==> config.mk <==
export PLATFORM = sky130hd
export DESIGN_NAME = csr_stat_accum
export DESIGN_NICKNAME = d
export VERILOG_FILES = /design/src/logic/mpf_csr_pkg.sv /design/src/logic/csr_stat_accum.sv
export SDC_FILE = /design/constraint.sdc
export NUM_CORES = 1
export LEC_CHECK = 0
export ABC_CLOCK_PERIOD_IN_PS = 5150
export BUFFER_PORTS_ARGS = -buffer_cell sky130_fd_sc_hd__buf_2
export CAP_MARGIN = 20
export CORE_MARGIN = 3
export CORE_UTILIZATION = 35
export DETAILED_ROUTE_END_ITERATION = 10
export GPL_TIMING_DRIVEN = 0
export SLEW_MARGIN = 20
export SYNTH_ARGS = -nofsm -noshare
export SYNTH_HDL_FRONTEND = slang
export SYNTH_SLANG_ARGS = --single-unit
==> constraint.sdc <==
create_clock -name clk -period 5.15 [get_ports clk]
set_input_delay 0.515 -clock clk [delete_from_list [all_inputs] [get_ports clk]]
set_output_delay 0.515 -clock clk [all_outputs]
set_load 0.02 [all_outputs]
==> src/logic/mpf_csr_pkg.sv <==
/*
 * CSR read manager definitions: MMIO window map, widths, feature UIDs,
 * statistics placement and the initial CSR contents
 */
package mpf_csr_pkg;

    // MMIO request fields from the host
    localparam int MMIO_ADDR_W = 16;
    localparam int TID_W = 9;
    typedef logic [MMIO_ADDR_W-1:0] t_mmio_addr;
    typedef logic [TID_W-1:0] t_tid;

    // Byte base of the managed window, dword base is 'h400
    localparam int DFH_MMIO_BASE_ADDR = 'h1000;
    localparam int INSTANCE_ID = 1;

    // ====================================================================
    // Window layout
    // ====================================================================

    localparam int NUM_FEATURES = 4;
    // 16 words per feature, 128 bytes
    localparam int FEATURE_SIZE64 = 16;
    localparam int CSR_SIZE64 = 64;
    typedef logic [$clog2(CSR_SIZE64)-1:0] t_csr_offset;

    localparam int CSR_WORD_W = 64;
    typedef logic [CSR_WORD_W-1:0] t_csr_word;

    // Word positions inside one feature
    localparam int DFH_WORD = 0;
    localparam int UID_L_WORD = 1;
    localparam int UID_H_WORD = 2;
    localparam int STAT_WORD = 8;

    // Feature slots, in list order
    localparam int FEAT_VTP = 0;
    localparam int FEAT_VC_MAP = 2;
    localparam int FEAT_WRO = 3;

    // UIDs in list order: VTP, RSP_ORDER, VC_MAP, WRO
    localparam logic [127:0] FEATURE_UID [NUM_FEATURES] = '{
        128'hc8a2982f_ff96_42bf_a705_45727f501901,
        128'h4c9c96f4_65ba_4dd8_b383_c70ace57bfe4,
        128'h5046c86f_ba48_4856_b8f9_3b76e3dd4e74,
        128'h56b06b48_9dd7_4004_a47e_0681b4207a6d
    };
    localparam bit FEATURE_ENABLE [NUM_FEATURES] = '{1'b1, 1'b1, 1'b1, 1'b1};

    // ====================================================================
    // Statistics
    // ====================================================================

    localparam int NUM_STATS = 7;
    localparam int STAT_CNT_W = 16;
    typedef logic [STAT_CNT_W-1:0] t_stat_cnt;
    typedef t_stat_cnt [NUM_STATS-1:0] t_stat_cnt_vec;

    // Six VTP counters, then the VC map change counter
    localparam t_csr_offset STAT_OFFSET [NUM_STATS] = '{
        t_csr_offset'(FEAT_VTP * FEATURE_SIZE64 + STAT_WORD + 0),
        t_csr_offset'(FEAT_VTP * FEATURE_SIZE64 + STAT_WORD + 1),
        t_csr_offset'(FEAT_VTP * FEATURE_SIZE64 + STAT_WORD + 2),
        t_csr_offset'(FEAT_VTP * FEATURE_SIZE64 + STAT_WORD + 3),
        t_csr_offset'(FEAT_VTP * FEATURE_SIZE64 + STAT_WORD + 4),
        t_csr_offset'(FEAT_VTP * FEATURE_SIZE64 + STAT_WORD + 5),
        t_csr_offset'(FEAT_VC_MAP * FEATURE_SIZE64 + STAT_WORD)
    };

    localparam int STAT_FLUSH_INTERVAL_LOG2 = 10;

    // Initial content of one 64-bit CSR word
    function automatic t_csr_word csr_init_word(t_csr_offset idx);
        int feat;
        int word;
        logic [127:0] uid;
        t_csr_word w;

        feat = int'(idx) / FEATURE_SIZE64;
        word = int'(idx) % FEATURE_SIZE64;
        // Disabled features report a null UID
        uid = FEATURE_ENABLE[feat] ? FEATURE_UID[feat] : '0;
        w = '0;

        case (word)
            DFH_WORD:
            begin
                // BBB type, next header one feature further on
                w[63:60] = 4'h2;
                w[40] = (feat == FEAT_WRO);
                w[39:16] = 24'(FEATURE_SIZE64 * 8);
                w[11:0] = 12'(INSTANCE_ID);
            end
            UID_L_WORD: w = uid[63:0];
            UID_H_WORD: w = uid[127:64];
            default: w = '0;
        endcase

        return w;
    endfunction

endpackage

==> src/logic/csr_stat_accum.sv <==
/*
 * Event accumulators: one 16-bit counter per event input and a
 * periodic flush strobe toward the read engine
 */
`timescale 1ns/1ps

module csr_stat_accum
(
    input  logic clk,
    input  logic reset,

    input  logic [mpf_csr_pkg::NUM_STATS-1:0] events,

    // Engine can take a new count vector
    input  logic stat_rdy,
    output logic stat_upd_en,
    output mpf_csr_pkg::t_stat_cnt_vec stat_counts
);

    localparam int LOG2 = mpf_csr_pkg::STAT_FLUSH_INTERVAL_LOG2;

    // ====================================================================
    // Flush interval
    // ====================================================================

    // Top bit set once the interval has elapsed
    logic [LOG2:0] interval_cnt;

    // Hand over as soon as the interval is up and the engine is idle
    assign stat_upd_en = interval_cnt[LOG2] && stat_rdy;

    always_ff @(posedge clk)
    begin
        if (reset)
            interval_cnt <= '0;
        else if (stat_upd_en)
            interval_cnt <= '0;
        else if (!interval_cnt[LOG2])
            interval_cnt <= interval_cnt + 1'b1;
        // Otherwise hold and wait for stat_rdy
    end

    // ====================================================================
    // Accumulators
    // ====================================================================

    // Events pass through a register first
    logic [mpf_csr_pkg::NUM_STATS-1:0] events_q;

    always_ff @(posedge clk)
    begin
        if (reset)
        begin
            events_q <= '0;
            stat_counts <= '0;
        end
        else
        begin
            events_q <= events;

            for (int i = 0; i < mpf_csr_pkg::NUM_STATS; i++)
            begin
                // Restart from zero on handover, still adding this cycle's event
                stat_counts[i] <= (stat_upd_en ? '0 : stat_counts[i]) +
                                  mpf_csr_pkg::t_stat_cnt'(events_q[i]);
            end
        end
    end

endmodule

==> results.sh <==
export IMPL_status="finished clean"
export IMPL_ir_drop_v=0.000229
export IMPL_drive_above_1_share=0.207
export IMPL_cp_slowest_cell="buf_1"
export IMPL_fmax_mhz=242
export IMPL_ys_types=44
export IMPL_ys_seq_area_frac=0.458
export IMPL_initial_core_util=0.366
export IMPL_postCtsHoldBufs=0
export IMPL_finalSetupTns_ns=0
export IMPL_p_leak_uw=0.00289
export IMPL_drt_pass1_iterations=5
export IMPL_core_area_um2=15500
export IMPL_critPathMostFrequentCell="clkbuf_1"
export IMPL_cts_buffers=17
export IMPL_die_w_um=133
export IMPL_fin_crit_ns=4.13
export IMPL_areaGrowthSynthToFinish_pct=24.7
export IMPL_post_drt_via_cell_ratio=4.87
export IMPL_relSlewSlack=0.384
export IMPL_fillers=1568
export IMPL_cts_root_buf="clkbuf_16"
export IMPL_tightest_slew_ns=0.924
export IMPL_cts_buffer_depth=2
export IMPL_synth_edff_count=0
export IMPL_detail_route_antenna_nets=0
export IMPL_die_area_um2=17800
export IMPL_ctsHtreeMaxLevel=4
export IMPL_portBuffers=120
export IMPL_critPathArrivalTime_ns=4.47
export IMPL_cts_tree="done"
export IMPL_whs_ns=0.302
export IMPL_syn_area_per_cell_um2=8.81
export IMPL_cp_end_kind="flip-flop"
export IMPL_setup_viol=0
export IMPL_timing_critical_path_buf_inv=4
export IMPL_routedWlPerCell_um=15.2
export IMPL_grt_pass1_wl_mm=24.5
export IMPL_grt_antenna_before_repair=0
export IMPL_drtIter0Drc=211
export IMPL_grt_pass1_vias=4513
export IMPL_vias=4904
export IMPL_finalPower_uw=2220
export IMPL_grt_max_degree=17
export IMPL_clkSinkCount=130
export IMPL_dp_cells=976
export IMPL_syn_cell_area_um2=5680
export IMPL_clk_latency_ns=0.42
export IMPL_n_antenna_cell=0
export IMPL_report_final_hold_viol_count=0
export IMPL_routed_wl_mm=15.3
export IMPL_cp_max_fo=10
export IMPL_num_rows=45
export IMPL_power_density_nw_per_um2=313
export IMPL_synthCells=645
export IMPL_dp_final_hpwl_mm=10.8
export IMPL_max_stage_delay_ns=0.62
export IMPL_startpoint_type="flip-flop"
export IMPL_die_h_um=133
export IMPL_hold_class="primary input to flip-flop"
export IMPL_finalMaxSlewViolations=0
export IMPL_maxCapViolCount=0
export IMPL_async_reset_ff_frac=0
export IMPL_final_nets=808
export IMPL_synth_main_ff_cell="dfxtp_1"
export IMPL_drcViolationCount=0
export IMPL_synth_fp_nets=669
export IMPL_worstPathCellList="buf_2, nand2_2, buf_1, clkbuf_1, and2_1, ha_1, and3_1, clkbuf_1, nand3_1, or4_1, a21oi_1"
export IMPL_path_clk_slew_ns=0.05
export IMPL_cts_resized=0
export IMPL_grtUsageTotal=0.176
export IMPL_yosysWarnings=0
export IMPL_layout_cells_non_filler=1007
export IMPL_path_delay_family="buffers and inverters"
export IMPL_rsz0062_at_grt="false"
export IMPL_gp_congestion=0.761
export IMPL_grt_overflow=0
export IMPL_postCtsSetupRepairBufs=0
export IMPL_synth_seq_cells=130
export IMPL_fin_skew_ns=0.00533
export IMPL_design_portCount=123
export IMPL_path_class="flip-flop to flip-flop"
export IMPL_required_ns=5.49
export IMPL_fin_crit_sh=0.802
==> report_power, final <==
part	switching, uW	internal (uW)
registers	7.54	1020
clock network	425	694
logic	49.4	24.5
total	482	1740
==> cell usage after synthesis (all sizes together), types with 12 or more instances <==
cell | n | area (um^2)
nor3 | 16 | 85.1
and2 | 13 | 81.3
nor4 | 12 | 87.6
or3 | 12 | 75.1
nand4 | 27 | 169
a21oi | 32 | 160
ha | 14 | 175
dfxtp | 130 | 2600
xnor2 | 31 | 272
xor2 | 42 | 368
clkbuf | 17 | 63.8
nor2 | 83 | 312
nand3 | 32 | 160
nor2b | 19 | 119
nand2 | 58 | 220
inv | 15 | 56.3
==> logic make-up after synthesis <==
logic type / after synthesis / share of synthesized area
xor gates and xnor gates: 73 / 0.113
muxes: 2 / 0.00352
and+or+nand+nor: 305 / 0.274
adders and majority gates: 14 / 0.0308
AOI/OAI and AO/OA: 80 / 0.0925
DFF: 130 / 0.458
buffers and inverters: 41 / 0.0288
==> final timing paths <==
check                    from  slack, ns                to  depth (start not counted)
max reg2reg  interval_cnt[10]       1.02  stat_counts[111]                         11
min                 events[1]       0.30       events_q[1]                          2
max          interval_cnt[10]       1.02  stat_counts[111]                         11
min reg2reg   stat_counts[63]       0.48   stat_counts[63]                          2
==> state kept, by name, summed over array words and instances (netlist names) <==
register,count
stat_counts,112
events_q,7
interval_cnt,11
==> metrics by stage <==
stage / setup WS (ns) / util / instance area, um^2
CTS: 0.989 / 0.456 / 7090
global route: 0.710 / 0.456 / 7090
finish: 1.02 / 0.456 / 7090
detailed placement: 1.01 / 0.421 / 6550
global placement: 1.07 / 0.421 / 6550
floorplan: 2.20 / - / 5680
==> area by class of cell <==
type / count / area, um^2 / area share
Buffer: 26 / 108 / 0.0152
Clock buffer: 25 / 485 / 0.0685
Clock inverter: 6 / 55.1 / 0.00777
Inverter: 15 / 56.3 / 0.00794
Multi-Input combinational cell: 474 / 2920 / 0.411
Sequential cell: 130 / 2600 / 0.367
Tap cell: 211 / 264 / 0.0372
Timing Repair Buffer: 120 / 601 / 0.0847
==> layout by cell type (no fill, tap or decap), types with 11 or more instances in the layout <==
cell type | synthesis | layout
clkbuf_16 | 0 | 17
o21ai_0 | 11 | 11
xnor2_1 | 31 | 31
and2_1 | 13 | 13
nand2_1 | 57 | 57
ha_1 | 14 | 14
xor2_1 | 42 | 42
nor2_1 | 83 | 83
nand3_1 | 32 | 32
nor2b_1 | 19 | 19
inv_1 | 15 | 15
nor3_1 | 15 | 15
a21oi_1 | 32 | 32
clkbuf_1 | 17 | 22
or3_1 | 12 | 12
dfxtp_1 | 130 | 130
nand4_1 | 27 | 27
buf_2 | 2 | 122
==> routing by layer <==
metal	up-vias	global-route usage	share of wire
met3	11	0.0540	0.057
met5	-	0	0
met2	110	0.275	0.46
met1	2260	0.232	0.48
met4	0	0.0600	0.010
li1	2523	-	-
Power figures use the tool's default switching activity.
