`src/logic/mpf_csr_pkg.sv`:
```
/*
 * CSR read manager definitions: MMIO window map, widths, feature UIDs,
 * statistics placement and the initial CSR contents
 */
package mpf_csr_pkg;

    // MMIO request fields from the host
    localparam int MMIO_ADDR_W = 16;
    localparam int TID_W = 9;
    typedef logic [MMIO_ADDR_W-1:0] t_mmio_addr;
    typedef logic [TID_W-1:0] t_tid;

    // Byte base of the managed window, dword base is 'h400
    localparam int DFH_MMIO_BASE_ADDR = 'h1000;
    localparam int INSTANCE_ID = 1;

    // ====================================================================
    // Window layout
    // ====================================================================

    localparam int NUM_FEATURES = 4;
    // 16 words per feature, 128 bytes
    localparam int FEATURE_SIZE64 = 16;
    localparam int CSR_SIZE64 = 64;
    typedef logic [$clog2(CSR_SIZE64)-1:0] t_csr_offset;

    localparam int CSR_WORD_W = 64;
    typedef logic [CSR_WORD_W-1:0] t_csr_word;

    // Word positions inside one feature
    localparam int DFH_WORD = 0;
    localparam int UID_L_WORD = 1;
    localparam int UID_H_WORD = 2;
    localparam int STAT_WORD = 8;

    // Feature slots, in list order
    localparam int FEAT_VTP = 0;
    localparam int FEAT_VC_MAP = 2;
    localparam int FEAT_WRO = 3;

    // UIDs in list order: VTP, RSP_ORDER, VC_MAP, WRO
    localparam logic [127:0] FEATURE_UID [NUM_FEATURES] = '{
        128'hc8a2982f_ff96_42bf_a705_45727f501901,
        128'h4c9c96f4_65ba_4dd8_b383_c70ace57bfe4,
        128'h5046c86f_ba48_4856_b8f9_3b76e3dd4e74,
        128'h56b06b48_9dd7_4004_a47e_0681b4207a6d
    };
    localparam bit FEATURE_ENABLE [NUM_FEATURES] = '{1'b1, 1'b1, 1'b1, 1'b1};

    // ====================================================================
    // Statistics
    // ====================================================================

    localparam int NUM_STATS = 7;
    localparam int STAT_CNT_W = 16;
    typedef logic [STAT_CNT_W-1:0] t_stat_cnt;
    typedef t_stat_cnt [NUM_STATS-1:0] t_stat_cnt_vec;

    // Six VTP counters, then the VC map change counter
    localparam t_csr_offset STAT_OFFSET [NUM_STATS] = '{
        t_csr_offset'(FEAT_VTP * FEATURE_SIZE64 + STAT_WORD + 0),
        t_csr_offset'(FEAT_VTP * FEATURE_SIZE64 + STAT_WORD + 1),
        t_csr_offset'(FEAT_VTP * FEATURE_SIZE64 + STAT_WORD + 2),
        t_csr_offset'(FEAT_VTP * FEATURE_SIZE64 + STAT_WORD + 3),
        t_csr_offset'(FEAT_VTP * FEATURE_SIZE64 + STAT_WORD + 4),
        t_csr_offset'(FEAT_VTP * FEATURE_SIZE64 + STAT_WORD + 5),
        t_csr_offset'(FEAT_VC_MAP * FEATURE_SIZE64 + STAT_WORD)
    };

    localparam int STAT_FLUSH_INTERVAL_LOG2 = 10;

    // Initial content of one 64-bit CSR word
    function automatic t_csr_word csr_init_word(t_csr_offset idx);
        int feat;
        int word;
        logic [127:0] uid;
        t_csr_word w;

        feat = int'(idx) / FEATURE_SIZE64;
        word = int'(idx) % FEATURE_SIZE64;
        // Disabled features report a null UID
        uid = FEATURE_ENABLE[feat] ? FEATURE_UID[feat] : '0;
        w = '0;

        case (word)
            DFH_WORD:
            begin
                // BBB type, next header one feature further on
                w[63:60] = 4'h2;
                w[40] = (feat == FEAT_WRO);
                w[39:16] = 24'(FEATURE_SIZE64 * 8);
                w[11:0] = 12'(INSTANCE_ID);
            end
            UID_L_WORD: w = uid[63:0];
            UID_H_WORD: w = uid[127:64];
            default: w = '0;
        endcase

        return w;
    endfunction

endpackage

```
`src/logic/mmio_req_fifo.sv`:
```
/*
 * MMIO read request buffer: window check, registered enqueue and a
 * FIFO of pending reads behind a registered head
 */
`timescale 1ns/1ps

module mmio_req_fifo
#(
    parameter int DEPTH = 64
)
(
    input  logic clk,
    input  logic reset,

    input  logic mmio_rd_valid,
    input  mpf_csr_pkg::t_mmio_addr mmio_rd_addr,
    input  mpf_csr_pkg::t_tid mmio_rd_tid,

    input  logic req_deq,
    output logic req_valid,
    output mpf_csr_pkg::t_csr_offset req_offset,
    output mpf_csr_pkg::t_tid req_tid
);

    localparam int AW = $clog2(DEPTH);
    localparam int BASE_DW = mpf_csr_pkg::DFH_MMIO_BASE_ADDR >> 2;
    // Two dwords per 64-bit word
    localparam int LAST_DW = BASE_DW + mpf_csr_pkg::CSR_SIZE64 * 2;

    // Dword address relative to the window base
    mpf_csr_pkg::t_mmio_addr addr_rel;
    logic in_range;

    assign addr_rel = mmio_rd_addr - mpf_csr_pkg::t_mmio_addr'(BASE_DW);
    assign in_range = (mmio_rd_addr >= mpf_csr_pkg::t_mmio_addr'(BASE_DW)) &&
                      (mmio_rd_addr < mpf_csr_pkg::t_mmio_addr'(LAST_DW));

    // Registered enqueue stage
    logic in_valid_q;
    mpf_csr_pkg::t_csr_offset in_offset_q;
    mpf_csr_pkg::t_tid in_tid_q;

    always_ff @(posedge clk)
    begin
        if (reset)
            in_valid_q <= 1'b0;
        else
            in_valid_q <= mmio_rd_valid && in_range;

        // Drop the low dword bit to get the 64-bit word index
        in_offset_q <= addr_rel[1 +: $bits(mpf_csr_pkg::t_csr_offset)];
        in_tid_q <= mmio_rd_tid;
    end

    // ====================================================================
    // Storage behind the head register
    // ====================================================================

    mpf_csr_pkg::t_csr_offset mem_offset [DEPTH];
    mpf_csr_pkg::t_tid mem_tid [DEPTH];
    // Extra pointer bit tells full from empty
    logic [AW:0] wr_ptr;
    logic [AW:0] rd_ptr;
    logic mem_empty;
    logic head_free;
    logic bypass;

    assign mem_empty = (wr_ptr == rd_ptr);
    // Head slot is open after this cycle
    assign head_free = !req_valid || req_deq;
    // New entry goes straight to the head when nothing waits ahead of it
    assign bypass = head_free && mem_empty && in_valid_q;

    always_ff @(posedge clk)
    begin
        if (reset)
        begin
            wr_ptr <= '0;
            rd_ptr <= '0;
            req_valid <= 1'b0;
        end
        else
        begin
            if (in_valid_q && !bypass)
                wr_ptr <= wr_ptr + 1'b1;

            if (head_free)
            begin
                req_valid <= !mem_empty || in_valid_q;
                if (!mem_empty)
                    rd_ptr <= rd_ptr + 1'b1;
            end
        end

        if (in_valid_q && !bypass)
        begin
            mem_offset[wr_ptr[AW-1:0]] <= in_offset_q;
            mem_tid[wr_ptr[AW-1:0]] <= in_tid_q;
        end

        // Head payload, oldest entry first
        if (head_free)
        begin
            req_offset <= mem_empty ? in_offset_q : mem_offset[rd_ptr[AW-1:0]];
            req_tid <= mem_empty ? in_tid_q : mem_tid[rd_ptr[AW-1:0]];
        end
    end

endmodule

```
`config.mk`:
```
export PLATFORM = sky130hd
export DESIGN_NAME = mmio_req_fifo
export DESIGN_NICKNAME = d
export VERILOG_FILES = /design/src/logic/mpf_csr_pkg.sv /design/src/logic/mmio_req_fifo.sv
export SDC_FILE = /design/constraint.sdc
export NUM_CORES = 1
export LEC_CHECK = 0
export BUFFER_PORTS_ARGS = -buffer_cell sky130_fd_sc_hd__buf_2
export CAP_MARGIN = 15
export CORE_MARGIN = 4
export CORE_UTILIZATION = 45
export CTS_CLUSTER_SIZE = 24
export DETAILED_ROUTE_END_ITERATION = 8
export GPL_TIMING_DRIVEN = 1
export SYNTH_ARGS = -nofsm -noshare
export SYNTH_HDL_FRONTEND = slang
export SYNTH_SLANG_ARGS = --single-unit
```
`constraint.sdc`:
```
create_clock -name clk -period 3.5 [get_ports clk]
set_clock_uncertainty 0.1 [all_clocks]
set_input_delay 0.875 -clock clk [delete_from_list [all_inputs] [get_ports clk]]
set_output_delay 0.875 -clock clk [all_outputs]
set_load 0.02 [all_outputs]
```
==> results.cfg, run 1 <==
[clocking]
clockBufferDepth = 3
cts.sink_count = 1012
cts_tree = done
cts_resized = 0
worstSkewPairLatency_ns = 0.65
h-tree-depth = 3
postCtsSetupBuffers = 0
root_buffer = clkbuf_16
numCtsBuffers = 100
clk_pin_slew_ns = 0.06
ctsHoldBuffers = 0

[critical_path]
reg2reg_depth = 8
arrival_ns = 3.46
criticalPathCategory = register to register
end_kind = register
crit_top_cell = buf_4
path_max_fanout = 31
worst_path_max_delay_cell = o21ai_0
cp-start-kind = register
cp.required_ns = 3.78
reg2reg_slack_ns = 0.31
cp_cell_sequence = buf_12 > mux4_2 > o21ai_0 > nand4_1 > buf_4 > a22oi_1 > buf_4 > nand2_1
max_stage_delay_ns = 0.58
r2r_end = req_offset[4]

[timing]
fmax_mhz = 314
rsz0062_at_grt = false
setup_slack_ns = 0.311
finalHoldViolations = 0
period_minus_slack_ns = 3.19
worst_pin_slew_ns = 1.21
slew_headroom_pct = 19.2
tns_ns = 0
maxSlewViolCount = 0
fin_crit_sh_pct = 91.1
finalSetupViolCount = 0
hold_slack_ns = 0.232

[routing]
avgRoutedWirePerCell_um = 27.2
via_per_inst = 5.76
first_pass_iters = 6
drt-total-wl_mm = 94.0
post-route-drc-count = 0
drt.antenna.violating_nets = 0
drt_iter0_markers = 1982
vias = 19900

[placement]
dp_slack_ns = 0.307
place_hpwl_mm = 57.6
place.port_buffers = 43
place_congestion = 0.867

[global_route]
globalRouteTotalUtil_pct = 20.9
grt-ovfl-total = 0
grt_pass1_vias = 20200
grt_pass1_wl_mm = 138
grt_max_degree = 66
antenna_found_initial = 1

[worst_hold_path]
min_from = mmio_rd_tid[0]
hold_path.class = primary input to register
holdPathStages = 1
hold_end = in_tid_q[0]

[layout]
antenna_cells = 0
nNetsFinal = 2254
area_growth_pct = 14.9
n_fill_cell = 6677
drive_gt1_share_pct = 22.4

[logic_synthesis]
synth.distinct_cells = 52
syn_inst = 2030
netlist_area_sq_um = 39000
yosys.area.top_type_share_pct = 75.2
yosysWarnings = 0
async_reset_ff_share_pct = 0
ys_top_cells_by_area = edfxtp_1, mux4_2, mux2i_1
synth-seq-area-share_pct = 77.1
synth_commonest_cells = edfxtp_1, mux2i_1, mux4_2
yosysMostFrequentCell = edfxtp_1
synth_edf_count = 975
ys_ff_latch = 1012
yosysTopAreaCell = edfxtp_1
syn_nets = 2061
synth-main-ff-cell = edfxtp_1
syn_area_per_cell_sq_um = 19.2

[floorplanning]
ioPinCount = 45
die_h_um = 302
rows = 107
coreArea_sq_um = 85500
start_util_pct = 45.5
die_w_um = 302
dieArea_sq_um = 91300

[pwr]
peakVddDrop_mv = 0.523
p_leak_uw = 0.0137
p_per_area_nw_per_um2 = 560

[outcome]
status = completed

[job]
max_cap_viol_count = 0
[critical path: cells and delay by family (launching register included)]
family                 cells  cell delay (ns)
DFF                        1             0.38
and+or+nand+nor            2             0.33
muxes                      1             0.52
AOI/OAI and AO/OA          2             0.90
buffers and inverters      3             0.65
[final cells by class]
cell class | instances | area (sq um) | share of cell area (%)
flip-flops and latches | 1012 | 30100 | 67.1
repair buffers | 207 | 1630 | 3.65
clock buffers | 128 | 2670 | 5.96
multi-input cells | 896 | 8350 | 18.6
clock inverters | 58 | 618 | 1.38
well taps | 1144 | 1430 | 3.20
inverters | 6 | 22.5 | 0.0503
[flip-flops by register name (all words and copies together), names as in the netlist, named ones only]
register     cells
in_valid_q       1
mem_tid        576
in_tid_q         9
req_valid        1
req_tid          9
mem_offset     384
rd_ptr           7
wr_ptr           7
req_offset       6
in_offset_q      6
[power breakdown]
group          total [uW]  switching [uW]  internal [uW]
clock               10700            4400           6270
combinational         818             551            267
sequential          13600             178          13400
[worst max path at each step]
stage              from           endpoint  slack (ns)  cells past startpoint
2_1_floorplan   req_deq  mem_offset[18][0]        0.33                      6
3_3_place_gp   register      req_offset[4]        0.30                      8
4_1_cts        register      req_offset[4]        0.30                      8
5_1_grt        register      req_offset[4]        0.21                     10
6_report       register      req_offset[4]        0.31                      8
3_5_place_dp   register      req_offset[4]        0.31                      8
[per-stage QoR]
| step | util (%) | instances | power, uW | cell area (sq um) |
|---|---|---|---|---|
| after floorplan | - | 2030 | 14200 | 39000 |
| after global placement | 48.5 | 3264 | 14600 | 41500 |
| after detailed placement | 48.5 | 3264 | 14600 | 41500 |
| after CTS | 52.3 | 3450 | 25300 | 44800 |
| after global routing | 52.3 | 3451 | 25900 | 44800 |
| final | 52.3 | 3451 | 25100 | 44800 |
[cell usage in the layout (no fill, tap or decap), types with 4 or more instances in the layout]
cell type  Yosys  final
edfxtp_1     975    975
mux2i_1      230    230
buf_4         15    149
mux4_2       131    131
nor2_1       130    129
clkbuf_16      0    101
a22oi_1       89     89
nand2_1       72     72
nand3_1       69     69
buf_2         47     43
o21ai_0       29     29
a221oi_1      26     26
clkbuf_1      46     23
a21oi_1       22     22
clkinv_1       1     21
clkinv_2       0     19
dfxtp_1       37     18
nand4_1       16     16
dfxtp_2        0     16
buf_12         0     15
xnor2_1       14     14
o2111ai_1     14     14
bufinv_16      0     12
nor2b_1        9      7
mux2_2         6      6
inv_1          5      5
clkbuf_8       0      4
[layer usage]
metal  wire, um  up-vias  track usage (%)
met5          0        -                0
met4       2640        0             6.40
met3       6310      150             3.11
met2      44500      756             33.0
met1      40600    10400             30.4
li1           -     8631                -
[cells by family after synthesis]
family,synth area share [%]
flip-flops,77.1
multiplexers,13.7
AND/OR/NAND/NOR,3.57
AO/OA/AOI/OAI,3.66
buffers and inverters,1.55
XOR/XNOR,0.360
adder cells (fa/ha/maj),0.0642
No activity file was read; power rests on OpenSTA's default activity.
==> run 2: changes to the inputs <==
- ABC_AREA: default -> 1
==> results.cfg, run 2 <==
[clocking]
ctsHoldBuffers = 0
numCtsBuffers = 103
cts.sink_count = 1012
h-tree-depth = 3
cts_resized = 0
cts_tree = done
worstSkewPairLatency_ns = 0.66
postCtsSetupBuffers = 0
root_buffer = clkbuf_16
clk_pin_slew_ns = 0.06
clockBufferDepth = 3

[floorplanning]
coreArea_sq_um = 89900
die_w_um = 309
dieArea_sq_um = 95300
ioPinCount = 45
die_h_um = 309
start_util_pct = 45.3
rows = 110

[routing]
post-route-drc-count = 0
via_per_inst = 5.45
drt_iter0_markers = 2559
drt-total-wl_mm = 104
first_pass_iters = 6
vias = 25900
avgRoutedWirePerCell_um = 21.9
drt.antenna.violating_nets = 0

[layout]
layout_common_cells = nand2_1, edfxtp_1, nand3_1
final_common_cell = nand2_1
drive_gt1_share_pct = 9.51
nNetsFinal = 3530
post_layout_nonfiller_instances = 4761
largest_register_ffs = 576
area_growth_pct = 12.4

[pwr]
p_per_area_nw_per_um2 = 664
switching_share_pct = 30.2
peakVddDrop_mv = 0.702
combPwrFrac_pct = 20.4
p_leak_uw = 0.0163
power_frac_clock_pct = 34.4
p_int_uw = 21200
p_switching_uw = 9180
pwr-share-seq_pct = 45.2

[timing]
maxSlewViolCount = 0
worst_pin_slew_ns = 1.23
fin_crit_sh_pct = 80.6
rsz0062_at_grt = false
finalSetupViolCount = 0
tns_ns = 0
fmax_mhz = 355
period_minus_slack_ns = 2.82
setup_slack_ns = 0.679
slew_headroom_pct = 18.1
finalHoldViolations = 0
hold_slack_ns = 0.223

[placement]
place.port_buffers = 43
dp.cells = 4570
dp_slack_ns = 0.602
place_congestion = 0.860
place_hpwl_mm = 58.1

[logic_synthesis]
yosysWarnings = 0
yosys.area.top_type_share_pct = 72.0
syn_inst = 3445
async_reset_ff_share_pct = 0
synth-seq-area-share_pct = 73.8
ys_ff_latch = 1012
synth_edf_count = 975
synth_commonest_cells = nand2_1, edfxtp_1, nand3_1
syn_nets = 3476
yosysMostFrequentCell = nand2_1
netlist_area_sq_um = 40700
ys_top_cells_by_area = edfxtp_1, nand2_1, nand3_1
synth-main-ff-cell = edfxtp_1
synth.distinct_cells = 27
yosysTopAreaCell = edfxtp_1
syn_area_per_cell_sq_um = 11.8

[global_route]
grt-ovfl-total = 0
globalRouteTotalUtil_pct = 21.8
grt_max_degree = 143
grt_pass1_vias = 24600
antenna_found_initial = 2
grt_pass1_wl_mm = 156

[critical_path]
cp.required_ns = 3.74
worst_path_max_delay_cell = dfxtp_1
end_kind = register
cp-start-kind = register
criticalPathCategory = register to register
crit_top_cell = nand2_4
cp_cell_sequence = xor2_1 > nor3_2 > nand2_2 > inv_4 > nand2_4 > nand2_4 > inv_8 > nand3_2 > nor2_1 > buf_4
arrival_ns = 3.06
path_max_fanout = 16
reg2reg_from = wr_ptr[3]
max_stage_delay_ns = 0.60
crit_start = wr_ptr[3]

[worst_hold_path]
min_from = mmio_rd_addr[6]
hold_path.class = primary input to register

[job]
max_cap_viol_count = 0

[outcome]
status = completed
-- run 2: worst max-delay path: cells and delay by family (launching register included) --
family                 cells  cell delay (ns)
flip-flops                 1             0.60
buffers and inverters      3             0.51
XOR/XNOR                   1             0.22
AND/OR/NAND/NOR            6             1.06
-- run 2: cell type report --
class                      count  area, sq um
fill                        7713        44100
clock inverter                42          338
tap                         1176         1470
sequential                  1012        30100
antenna                        1         2.50
inverter                      26          125
timing repair buffer         165         1380
clock buffer                 148         2860
multi-input combinational   2191         9510
-- run 2: cell families (layout without fill, tap and decap cells) --
kind of cell             count (synthesis)  after routing  synth area share, %
flip-flops                            1012           1012                 73.8
XOR/XNOR                                15             15                0.323
other                                    0              1                    0
adder cells (fa/ha/maj)                  2              2               0.0615
AO/OA/AOI/OAI                           17             17                0.209
AND/OR/NAND/NOR                       2157           2157                 22.8
buffers and inverters                  242            381                 2.84
-- run 2: path summary, 6_finish.rpt --
kind | to | slack (ns) | depth (start not counted)
setup / recovery | mem_offset[38][1] | 0.68 | 10
hold / removal | in_offset_q[5] | 0.22 | 1
setup reg to reg | mem_offset[38][1] | 0.68 | 10
hold reg to reg | rd_ptr[6] | 0.42 | 2
-- run 2: routing by layer --
metal	routed length [um]	vias up	track usage, %	part of all wire, %
li1	-	12200	-	-
met1	45900	12700	31.8	44
met2	48900	861	34.6	47
met3	6880	154	2.90	6.6
met4	2440	0	6.13	2.3
met5	0	-	0	0
-- run 2: power groups by stage --
| stage | clock (uW) | sequential (uW) | combinational, uW |
|---|---|---|---|
| detailed placement | 0 | 14000 | 6200 |
| CTS | 10600 | 13700 | 6220 |
| global placement | 0 | 14000 | 6120 |
| floorplan | 0 | 13900 | 4120 |
| global route | 11200 | 13700 | 6880 |
| finish | 10500 | 13700 | 6190 |
-- run 2: metrics by stage --
| step | utilization (%) | area, sq um | power, uW |
|---|---|---|---|
| after floorplan | - | 40700 | 18100 |
| after global routing | 50.9 | 45700 | 31800 |
| after CTS | 50.9 | 45700 | 30600 |
| final | 50.9 | 45700 | 30400 |
| after global placement | 47.3 | 42500 | 20100 |
| after detailed placement | 47.3 | 42500 | 20200 |
