==> config.mk <==
export PLATFORM = sky130hd
export DESIGN_NAME = csr_read_engine
export DESIGN_NICKNAME = d
export VERILOG_FILES = /design/src/logic/mpf_csr_pkg.sv /design/src/logic/csr_read_engine.sv
export SDC_FILE = /design/constraint.sdc
export NUM_CORES = 1
export LEC_CHECK = 0
export ABC_AREA = 1
export BUFFER_PORTS_ARGS = -buffer_cell sky130_fd_sc_hd__buf_2
export CAP_MARGIN = 40
export CORE_ASPECT_RATIO = 1.1
export CORE_UTILIZATION = 37
export CTS_CLUSTER_DIAMETER = 120
export CTS_CLUSTER_SIZE = 28
export DETAILED_ROUTE_END_ITERATION = 10
export PLACE_DENSITY = 0.58
export SLEW_MARGIN = 0
export SYNTH_ARGS = -nofsm -noshare
export SYNTH_HDL_FRONTEND = slang
export SYNTH_SLANG_ARGS = --single-unit
==> constraint.sdc <==
create_clock -name clk -period 6.3 [get_ports clk]
set_input_delay 1.575 -clock clk [delete_from_list [all_inputs] [get_ports clk]]
set_output_delay 1.575 -clock clk [all_outputs]
set_load 0.02 [all_outputs]
==> src/logic/mpf_csr_pkg.sv <==
/*
 * CSR read manager definitions: MMIO window map, widths, feature UIDs,
 * statistics placement and the initial CSR contents
 */
package mpf_csr_pkg;

    // MMIO request fields from the host
    localparam int MMIO_ADDR_W = 16;
    localparam int TID_W = 9;
    typedef logic [MMIO_ADDR_W-1:0] t_mmio_addr;
    typedef logic [TID_W-1:0] t_tid;

    // Byte base of the managed window, dword base is 'h400
    localparam int DFH_MMIO_BASE_ADDR = 'h1000;
    localparam int INSTANCE_ID = 1;

    // ====================================================================
    // Window layout
    // ====================================================================

    localparam int NUM_FEATURES = 4;
    // 16 words per feature, 128 bytes
    localparam int FEATURE_SIZE64 = 16;
    localparam int CSR_SIZE64 = 64;
    typedef logic [$clog2(CSR_SIZE64)-1:0] t_csr_offset;

    localparam int CSR_WORD_W = 64;
    typedef logic [CSR_WORD_W-1:0] t_csr_word;

    // Word positions inside one feature
    localparam int DFH_WORD = 0;
    localparam int UID_L_WORD = 1;
    localparam int UID_H_WORD = 2;
    localparam int STAT_WORD = 8;

    // Feature slots, in list order
    localparam int FEAT_VTP = 0;
    localparam int FEAT_VC_MAP = 2;
    localparam int FEAT_WRO = 3;

    // UIDs in list order: VTP, RSP_ORDER, VC_MAP, WRO
    localparam logic [127:0] FEATURE_UID [NUM_FEATURES] = '{
        128'hc8a2982f_ff96_42bf_a705_45727f501901,
        128'h4c9c96f4_65ba_4dd8_b383_c70ace57bfe4,
        128'h5046c86f_ba48_4856_b8f9_3b76e3dd4e74,
        128'h56b06b48_9dd7_4004_a47e_0681b4207a6d
    };
    localparam bit FEATURE_ENABLE [NUM_FEATURES] = '{1'b1, 1'b1, 1'b1, 1'b1};

    // ====================================================================
    // Statistics
    // ====================================================================

    localparam int NUM_STATS = 7;
    localparam int STAT_CNT_W = 16;
    typedef logic [STAT_CNT_W-1:0] t_stat_cnt;
    typedef t_stat_cnt [NUM_STATS-1:0] t_stat_cnt_vec;

    // Six VTP counters, then the VC map change counter
    localparam t_csr_offset STAT_OFFSET [NUM_STATS] = '{
        t_csr_offset'(FEAT_VTP * FEATURE_SIZE64 + STAT_WORD + 0),
        t_csr_offset'(FEAT_VTP * FEATURE_SIZE64 + STAT_WORD + 1),
        t_csr_offset'(FEAT_VTP * FEATURE_SIZE64 + STAT_WORD + 2),
        t_csr_offset'(FEAT_VTP * FEATURE_SIZE64 + STAT_WORD + 3),
        t_csr_offset'(FEAT_VTP * FEATURE_SIZE64 + STAT_WORD + 4),
        t_csr_offset'(FEAT_VTP * FEATURE_SIZE64 + STAT_WORD + 5),
        t_csr_offset'(FEAT_VC_MAP * FEATURE_SIZE64 + STAT_WORD)
    };

    localparam int STAT_FLUSH_INTERVAL_LOG2 = 10;

    // Initial content of one 64-bit CSR word
    function automatic t_csr_word csr_init_word(t_csr_offset idx);
        int feat;
        int word;
        logic [127:0] uid;
        t_csr_word w;

        feat = int'(idx) / FEATURE_SIZE64;
        word = int'(idx) % FEATURE_SIZE64;
        // Disabled features report a null UID
        uid = FEATURE_ENABLE[feat] ? FEATURE_UID[feat] : '0;
        w = '0;

        case (word)
            DFH_WORD:
            begin
                // BBB type, next header one feature further on
                w[63:60] = 4'h2;
                w[40] = (feat == FEAT_WRO);
                w[39:16] = 24'(FEATURE_SIZE64 * 8);
                w[11:0] = 12'(INSTANCE_ID);
            end
            UID_L_WORD: w = uid[63:0];
            UID_H_WORD: w = uid[127:64];
            default: w = '0;
        endcase

        return w;
    endfunction

endpackage

==> src/logic/csr_read_engine.sv <==
/*
 * CSR read engine: serves buffered MMIO reads from the store and folds
 * accumulated event counts into the 64-bit statistics words
 */
`timescale 1ns/1ps

module csr_read_engine
(
    input  logic clk,
    input  logic reset,

    // Head of the request FIFO
    input  logic req_valid,
    input  mpf_csr_pkg::t_csr_offset req_offset,
    input  mpf_csr_pkg::t_tid req_tid,
    output logic req_deq,

    // Count vector from the accumulators
    input  logic stat_upd_en,
    input  mpf_csr_pkg::t_stat_cnt_vec stat_counts,
    output logic stat_rdy,

    // Store
    input  logic mem_rd_rdy,
    input  logic mem_wr_rdy,
    input  mpf_csr_pkg::t_csr_word mem_rd_val,
    input  logic mem_rd_val_valid,
    output logic mem_rd_en,
    output mpf_csr_pkg::t_csr_offset mem_rd_idx,
    output logic mem_wr_en,
    output mpf_csr_pkg::t_csr_offset mem_wr_idx,
    output mpf_csr_pkg::t_csr_word mem_wr_val,

    // Host response
    output logic rsp_valid,
    output mpf_csr_pkg::t_tid rsp_tid,
    output mpf_csr_pkg::t_csr_word rsp_data
);

    typedef enum logic [2:0]
    {
        STAT_IDLE,
        STAT_PROCESS,
        STAT_READ_WAIT,
        STAT_ADD_HIGH,
        STAT_WRITEBACK
    } t_stat_state;

    t_stat_state state;
    logic [$clog2(mpf_csr_pkg::NUM_STATS)-1:0] bucket_idx;
    mpf_csr_pkg::t_stat_cnt_vec counts_q;

    // Bucket read through writeback holds off MMIO reads
    logic stat_busy;
    logic mmio_start;
    logic bucket_start;
    logic mmio_active;

    // Add pipeline
    logic carry_q;
    logic [31:0] rd_high_q;

    assign stat_rdy = (state == STAT_IDLE);
    assign stat_busy = (state == STAT_READ_WAIT) || (state == STAT_ADD_HIGH) ||
                       (state == STAT_WRITEBACK);

    // ====================================================================
    // Store access arbitration, MMIO first
    // ====================================================================

    assign mmio_start = req_valid && mem_rd_rdy && !stat_busy;
    assign bucket_start = (state == STAT_PROCESS) && mem_rd_rdy && !req_valid;
    assign req_deq = mmio_start;

    assign mem_rd_en = mmio_start || bucket_start;
    assign mem_rd_idx = mmio_start ? req_offset : mpf_csr_pkg::STAT_OFFSET[bucket_idx];

    assign mem_wr_en = (state == STAT_WRITEBACK) && mem_wr_rdy;
    assign mem_wr_idx = mpf_csr_pkg::STAT_OFFSET[bucket_idx];

    // MMIO response path
    always_ff @(posedge clk)
    begin
        if (reset)
        begin
            mmio_active <= 1'b0;
            rsp_valid <= 1'b0;
        end
        else
        begin
            if (mmio_start)
                mmio_active <= 1'b1;
            else if (mem_rd_val_valid)
                mmio_active <= 1'b0;

            rsp_valid <= mem_rd_val_valid && mmio_active;
        end

        // TID stays put until the next read starts
        if (mmio_start)
            rsp_tid <= req_tid;
        if (mem_rd_val_valid)
            rsp_data <= mem_rd_val;
    end

    // ====================================================================
    // Statistics FSM: read, add low with carry, add high, write
    // ====================================================================

    always_ff @(posedge clk)
    begin
        if (reset)
        begin
            state <= STAT_IDLE;
            bucket_idx <= '0;
        end
        else
        begin
            case (state)
                STAT_IDLE:
                begin
                    bucket_idx <= '0;
                    if (stat_upd_en)
                        state <= STAT_PROCESS;
                end
                STAT_PROCESS:
                    if (bucket_start)
                        state <= STAT_READ_WAIT;
                STAT_READ_WAIT:
                    if (mem_rd_val_valid)
                        state <= STAT_ADD_HIGH;
                STAT_ADD_HIGH:
                    state <= STAT_WRITEBACK;
                STAT_WRITEBACK:
                    if (mem_wr_en)
                    begin
                        // Last bucket ends the pass
                        if (bucket_idx == ($bits(bucket_idx))'(mpf_csr_pkg::NUM_STATS - 1))
                            state <= STAT_IDLE;
                        else
                        begin
                            bucket_idx <= bucket_idx + 1'b1;
                            state <= STAT_PROCESS;
                        end
                    end
                default:
                    state <= STAT_IDLE;
            endcase
        end

        if (stat_upd_en && stat_rdy)
            counts_q <= stat_counts;

        if ((state == STAT_READ_WAIT) && mem_rd_val_valid)
        begin
            // Low half plus the bucket count
            {carry_q, mem_wr_val[31:0]} <= {1'b0, mem_rd_val[31:0]} +
                                           33'(counts_q[bucket_idx]);
            rd_high_q <= mem_rd_val[63:32];
        end

        // High half only takes the carry
        if (state == STAT_ADD_HIGH)
            mem_wr_val[63:32] <= rd_high_q + 32'(carry_q);
    end

endmodule

==> flow_summary.ini, run 1 <==
[global_routing]
grt_overflow = 0
grt_use_met3_pct = 3.18
grt_start_max_net_pins = 48
grt_busiest_layer = met2
antenna_found_initial = 8
use_met2_pct = 29.6
grt_pass1_wl_um = 46900
grt_usage_pct = 17.9
use_met1_pct = 24.2
grt_pass1_vias = 8355

[pwr]
leakagePower_nw = 6.32
p_int_mw = 3.22
vdd_drop_max_mv = 0.188
combPwrFrac_pct = 20.6
netSwitchingPower_mw = 1.33
switching_share_pct = 29.2
powerDensity_nw_per_um2 = 301
pwr-share-clk_pct = 22.7
seqPwrFrac_pct = 56.8

[timing]
setup_ws_ns = 2.02
report.final.slew_viol_count = 0
relSlewSlack_pct = 45.3
finalSetupViolCount = 0
fin_crit_ns = 4.28
worst_pin_slew_ns = 0.820
tns_ns = 0
fmax_ghz = 0.234
hold_viol = 0
rsz0062_at_grt = no
finalCritPeriodShare_pct = 67.9
clock_skew_ns = 0.0218
whs_ns = 0.472

[synthesis]
synth_edf_count = 282
synth.ff_latch_count = 290
ys_warn_count = 0
synth_ff_type = edfxtp_1
avgSynthCellArea_um2 = 11.8
yosysSeqAreaShare_pct = 69.8
syn_area_um2 = 12400
synth_cell_types = 38
synth_cells = 1045
syn_nets = 1265
async_flop_share_pct = 0

[layout]
fin_nets = 1622
drive_gt1_share_pct = 28.9
area_growth_pct = 22.1
final_cell_count_no_fill = 1836
final_cell_area_um2 = 15100

[die]
fp-row-count = 69
ios = 352
start_util_pct = 37.9
fp.dieH_um = 194
die_area_um2 = 34200
die_x_um = 176
core_area_um2 = 32600

[critical_path]
reg2reg_to = mem_wr_val[20]
cp.required_ns = 4.72
critical_path_arrival_ns = 2.71
r2r-start = bucket_idx[1]
crit_type = flop to output pin
worst_path_most_repeated_cell = nand2_1
reg2regPathDepth = 16
crit_slowest_cell = dfxtp_1
cp_top_family = flip-flops
path_buf_inv = 2
endpoint_kind = output pin
cp-start-kind = flop
crit_chain = inv_1 > ha_1 > nand2_1 > o21ai_0 > nand2_1 > nand2_1 > buf_2
r2r_slack_ns = 2.54
crit_fanout = 22
cp.depth = 7
max_stage_delay_ns = 0.87

[status]
status = finished clean

[clocking]
tritoncts = done
cts_hold_buf = 0
cts.sinks = 290
ctsResizeCount = 0
cts_buffer_depth = 3
h-tree-depth = 1
clk_latency_ns = 0.51
numCtsBuffers = 14
cts_root_buf = clkbuf_16
clkSlewWorstSetupHoldPaths_ns = 0.11
postCtsSetupBuffers = 0

[hold_path]
hold_end = rsp_valid
hold_path.class = flop to flop
min_from = mmio_active
hold_path_depth = 2

[routing]
wirelength_um = 30900
wl_per_cell_um = 16.8
dr.first_iter.drc_count = 492
via_count = 8700
ant_nets = 0
first_pass_iters = 5
drc = 0
via_per_inst = 4.74

[place]
io_buffers = 349
post-dp-hpwl_um = 24000
place_area_um2 = 14700
dp.cells = 1812
pre_cts_ws_ns = 2.03
gp_congestion = 0.872

[job]
cap_violations = 0
## worst max-delay path by stage
stage / start / to / slack, ns
floorplan: stat_upd_en / counts_q[0] / 1.35
global route: bucket_idx[1] / mem_rd_idx[0] / 1.77
global placement: req_valid / mem_rd_idx[3] / 2.06
CTS: bucket_idx[1] / mem_rd_idx[0] / 1.98
detailed placement: req_valid / mem_rd_idx[3] / 2.03
finish: bucket_idx[1] / mem_rd_idx[0] / 2.02
## cell usage after synthesis, drive strengths merged, types with 14 or more instances
library cell | instances | share of area, %
a21oi | 14 | 0.57
buf | 14 | 0.65
edfxtp | 282 | 68
ha | 21 | 2.1
inv | 98 | 3.0
nand2 | 260 | 8.0
nand3 | 40 | 1.7
nor2 | 109 | 3.5
nor3 | 29 | 1.6
o211ai | 17 | 1.0
o21ai | 59 | 2.4
o22ai | 17 | 0.86
xor2 | 34 | 2.4
## per-layer routing
| layer | wire length (um) | vias to the layer above |
|---|---|---|
| met5 | 9 | - |
| met3 | 1920 | 37 |
| met2 | 14800 | 307 |
| met1 | 13600 | 4051 |
| met4 | 580 | 2 |
| li1 | - | 4303 |
## area by class of cell
type	instances	area, um^2
antenna	4	10.0
clock buffer	19	390
clock inverter	1	20.0
fill	3062	17500
inverter	98	368
multi-input combinational	638	3290
sequential	290	8630
tap	426	533
timing repair buffer	360	1850
## metrics by stage
step | util (%) | total power, mW
floorplan | - | 3.21
global placement | 44.9 | 3.56
detailed placement | 45.0 | 3.57
CTS | 46.2 | 4.61
global route | 46.3 | 4.78
finish | 46.3 | 4.54
## tightest hold or removal path: cells and delay by family (launching register included)
| kind | cells | cell delay [ns] |
|---|---|---|
| flip-flops | 1 | 0.32 |
| AND/OR/NAND/NOR | 2 | 0.12 |
## state kept, by name (all words and copies together), names as in the netlist
name	count
rsp_valid	1
rd_high_q	32
rsp_data	64
mmio_active	1
rsp_tid	9
carry_q	1
counts_q	112
bucket_idx	3
state	3
mem_wr_val	64
## kinds of logic after synthesis
group,Yosys count,share of synthesized area [%]
other cells,2,0.0607
fa+ha+maj,22,2.29
flops,290,69.8
xor+xnor,46,3.26
compound gates,110,5.03
simple gates,458,15.8
buf+inv,117,3.77
## power by group through the flow
stage	sequential (mW)	combinational [mW]	clock [mW]
floorplan	2.72	0.485	0
global placement	2.62	0.935	0
detailed placement	2.63	0.948	0
CTS	2.58	0.950	1.07
global route	2.60	1.05	1.13
finish	2.58	0.935	1.03
## cells in the final DEF (no fill, tap or decap), types with 2 or more instances in the layout
cell type and count:
a21oi_1 14, nand3_2 2, nor2_2 6, buf_4 9, o21ai_0 58, buf_2 349, nor3_1 20, dfxtp_1 7
or2_1 3, ha_1 21, and2_1 2, o22ai_1 17, xnor2_1 12, o211ai_1 17, nand3b_1 3, nor2_1 100
nand4_1 6, conb_1 2, nand2_2 3, clkbuf_16 15, nand2_1 257, nand3_1 38, nor3_2 6, inv_2 4
edfxtp_1 282, nor2_4 3, xor2_1 34, nor3_4 3, diode_2 4, clkbuf_1 4, or2_2 2, buf_12 2
inv_1 94, and3_1 3
(Power assumes the default switching activity.)
==> run 2, diff against run 1 <==
--- a/config.mk
+++ b/config.mk
@@ -13,7 +13,7 @@
 export CTS_CLUSTER_DIAMETER = 120
 export CTS_CLUSTER_SIZE = 28
 export DETAILED_ROUTE_END_ITERATION = 10
-export PLACE_DENSITY = 0.58
+export PLACE_DENSITY = 0.56
 export SLEW_MARGIN = 0
 export SYNTH_ARGS = -nofsm -noshare
 export SYNTH_HDL_FRONTEND = slang
==> constraint.sdc (replaced) <==
create_clock -name clk -period 3.97 [get_ports clk]
set_input_delay 0.9925 -clock clk [delete_from_list [all_inputs] [get_ports clk]]
set_output_delay 0.9925 -clock clk [all_outputs]
set_load 0.02 [all_outputs]
==> flow_summary.ini, run 2 (synthesis gave the netlist of run 1 again) <==
[layout]
area_growth_pct = 22.4
fillers = 3072
reg.largest.list = counts_q: 112 flops, mem_wr_val: 64 flops, rsp_data: 64 flops
layout_commonest_cell = buf_2
final_cell_mix = buf_2, edfxtp_1, nand2_1
largest_register_ffs = 112
largest-register = counts_q
drive_gt1_share_pct = 29.0
fin_nets = 1625

[critical_path]
endpoint_kind = flop
cp.required_ns = 4.25
worst_path_most_repeated_cell = nand2_1
crit_type = flop to flop
max_stage_delay_ns = 0.57
critical_path_arrival_ns = 3.63
r2r_slack_ns = 0.62
crit_slowest_cell = nor2_2
reg2regPathDepth = 15
crit_fanout = 18
reg2reg_to = mem_wr_val[30]
r2r-start = bucket_idx[2]
crit_chain = inv_2 > nor2_2 > o21ai_0 > o211ai_1 > ha_1 > nand2_1 > inv_1 > nand2_1 > nand2_1 > a21oi_1 > nand2_1 > nand2_1 > nand2_1 > nand2_1 > nand2_1
cp-start-kind = flop

[routing]
wl_met2_um = 16000
wirelength_um = 31900
wl_met3_um = 1840
ant_nets = 0
via_per_inst = 4.71
dr.first_iter.drc_count = 543
top_layer = met5
first_pass_iters = 7
wl_met1_um = 13600
wl_per_cell_um = 17.3
via_count = 8662
drc = 0

[global_routing]
antenna_found_initial = 6
grt_usage_pct = 18.4
grt_pass1_vias = 8451
grt_overflow = 0
grt_pass1_wl_um = 47800
grt_start_max_net_pins = 66

[timing]
tns_ns = 0
worst_pin_slew_ns = 0.681
fin_crit_ns = 3.35
fmax_ghz = 0.299
hold_viol = 0
rsz0062_at_grt = no
report.final.slew_viol_count = 0
finalCritPeriodShare_pct = 84.3
relSlewSlack_pct = 54.5
finalSetupViolCount = 0
whs_ns = 0.484
clock_skew_ns = 0.0211

[hold_path]
hold_end = rsp_valid
hold_path_depth = 2
hold_path.class = flop to flop
min_from = mmio_active

[clocking]
cts_hold_buf = 0
h-tree-depth = 1
cts.sinks = 290
ctsResizeCount = 0
clkSlewWorstSetupHoldPaths_ns = 0.11
postCtsSetupBuffers = 0
numCtsBuffers = 14
clk_latency_ns = 0.51
tritoncts = done
cts_root_buf = clkbuf_16
cts_buffer_depth = 3

[die]
die_area_um2 = 34200
ios = 352
fp-row-count = 69
fp.dieH_um = 194
die_x_um = 176
core_area_um2 = 32600
start_util_pct = 37.9

[place]
gp_congestion = 0.860
post-dp-hpwl_um = 25000
io_buffers = 349

[pwr]
switching_share_pct = 29.1
p_int_mw = 5.18
combPwrFrac_pct = 20.5
power_mw = 7.31
seqPwrFrac_pct = 56.1
vdd_drop_max_mv = 0.381
powerDensity_nw_per_um2 = 483
netSwitchingPower_mw = 2.12
pwr-share-clk_pct = 23.4
leakagePower_nw = 6.35

[status]
status = finished clean

[job]
cap_violations = 0
run 2: stage by stage:
stage	worst slack, ns	instances	util (%)	cell area (um^2)
global route	0.119	1840	46.4	15100
finish	0.624	1841	46.4	15100
CTS	0.508	1839	46.4	15100
global placement	0.677	1815	45.0	14700
detailed placement	0.528	1815	45.0	14700
floorplan	0.796	1045	-	12400
run 2: worst max-delay path by stage:
| stage | from | endpoint | cells after the start |
|---|---|---|---|
| finish | bucket_idx[2] | mem_wr_val[30] | 15 |
| global route | bucket_idx[2] | mem_wr_val[21] | 15 |
| CTS | bucket_idx[2] | mem_wr_val[30] | 15 |
| detailed placement | bucket_idx[2] | mem_wr_val[30] | 15 |
| global placement | bucket_idx[2] | mem_wr_val[30] | 15 |
| floorplan | mem_rd_val_valid | carry_q | 2 |
run 2: worst max-delay path: cells and delay by family (launching register included):
| kind | cells | cell delay (ns) |
|---|---|---|
| AO/OA/AOI/OAI | 3 | 0.72 |
| AND/OR/NAND/NOR | 9 | 1.28 |
| flip-flops | 1 | 0.49 |
| adder cells (fa/ha/maj) | 1 | 0.39 |
| buffers and inverters | 2 | 0.25 |
run 2: final cells by class:
class / instances / area, um^2 / share of cell area (%)
antenna: 2 / 5.00 / 0.0331
sequential: 290 / 8630 / 57.0
clock inverter: 2 / 46.3 / 0.306
multi-input combinational: 638 / 3290 / 21.8
tap: 426 / 533 / 3.52
inverter: 98 / 368 / 2.43
timing repair buffer: 363 / 1860 / 12.3
clock buffer: 22 / 402 / 2.65
run 2: metal layers:
metal / vias up / track usage (%)
met3: 30 / 2.90
met2: 284 / 32.7
met5: - / 0
met1: 4045 / 23.7
met4: 4 / 3.32
li1: 4299 / -
run 2: power by group through the flow:
stage                     sequential (mW)  combinational, mW  clock [mW]
after global placement               4.17               1.51           0
after detailed placement             4.18               1.52           0
after CTS                            4.11               1.52        1.78
final                                4.10               1.50        1.71
after global routing                 4.14               1.68        1.88
after floorplan                      4.30              0.775           0
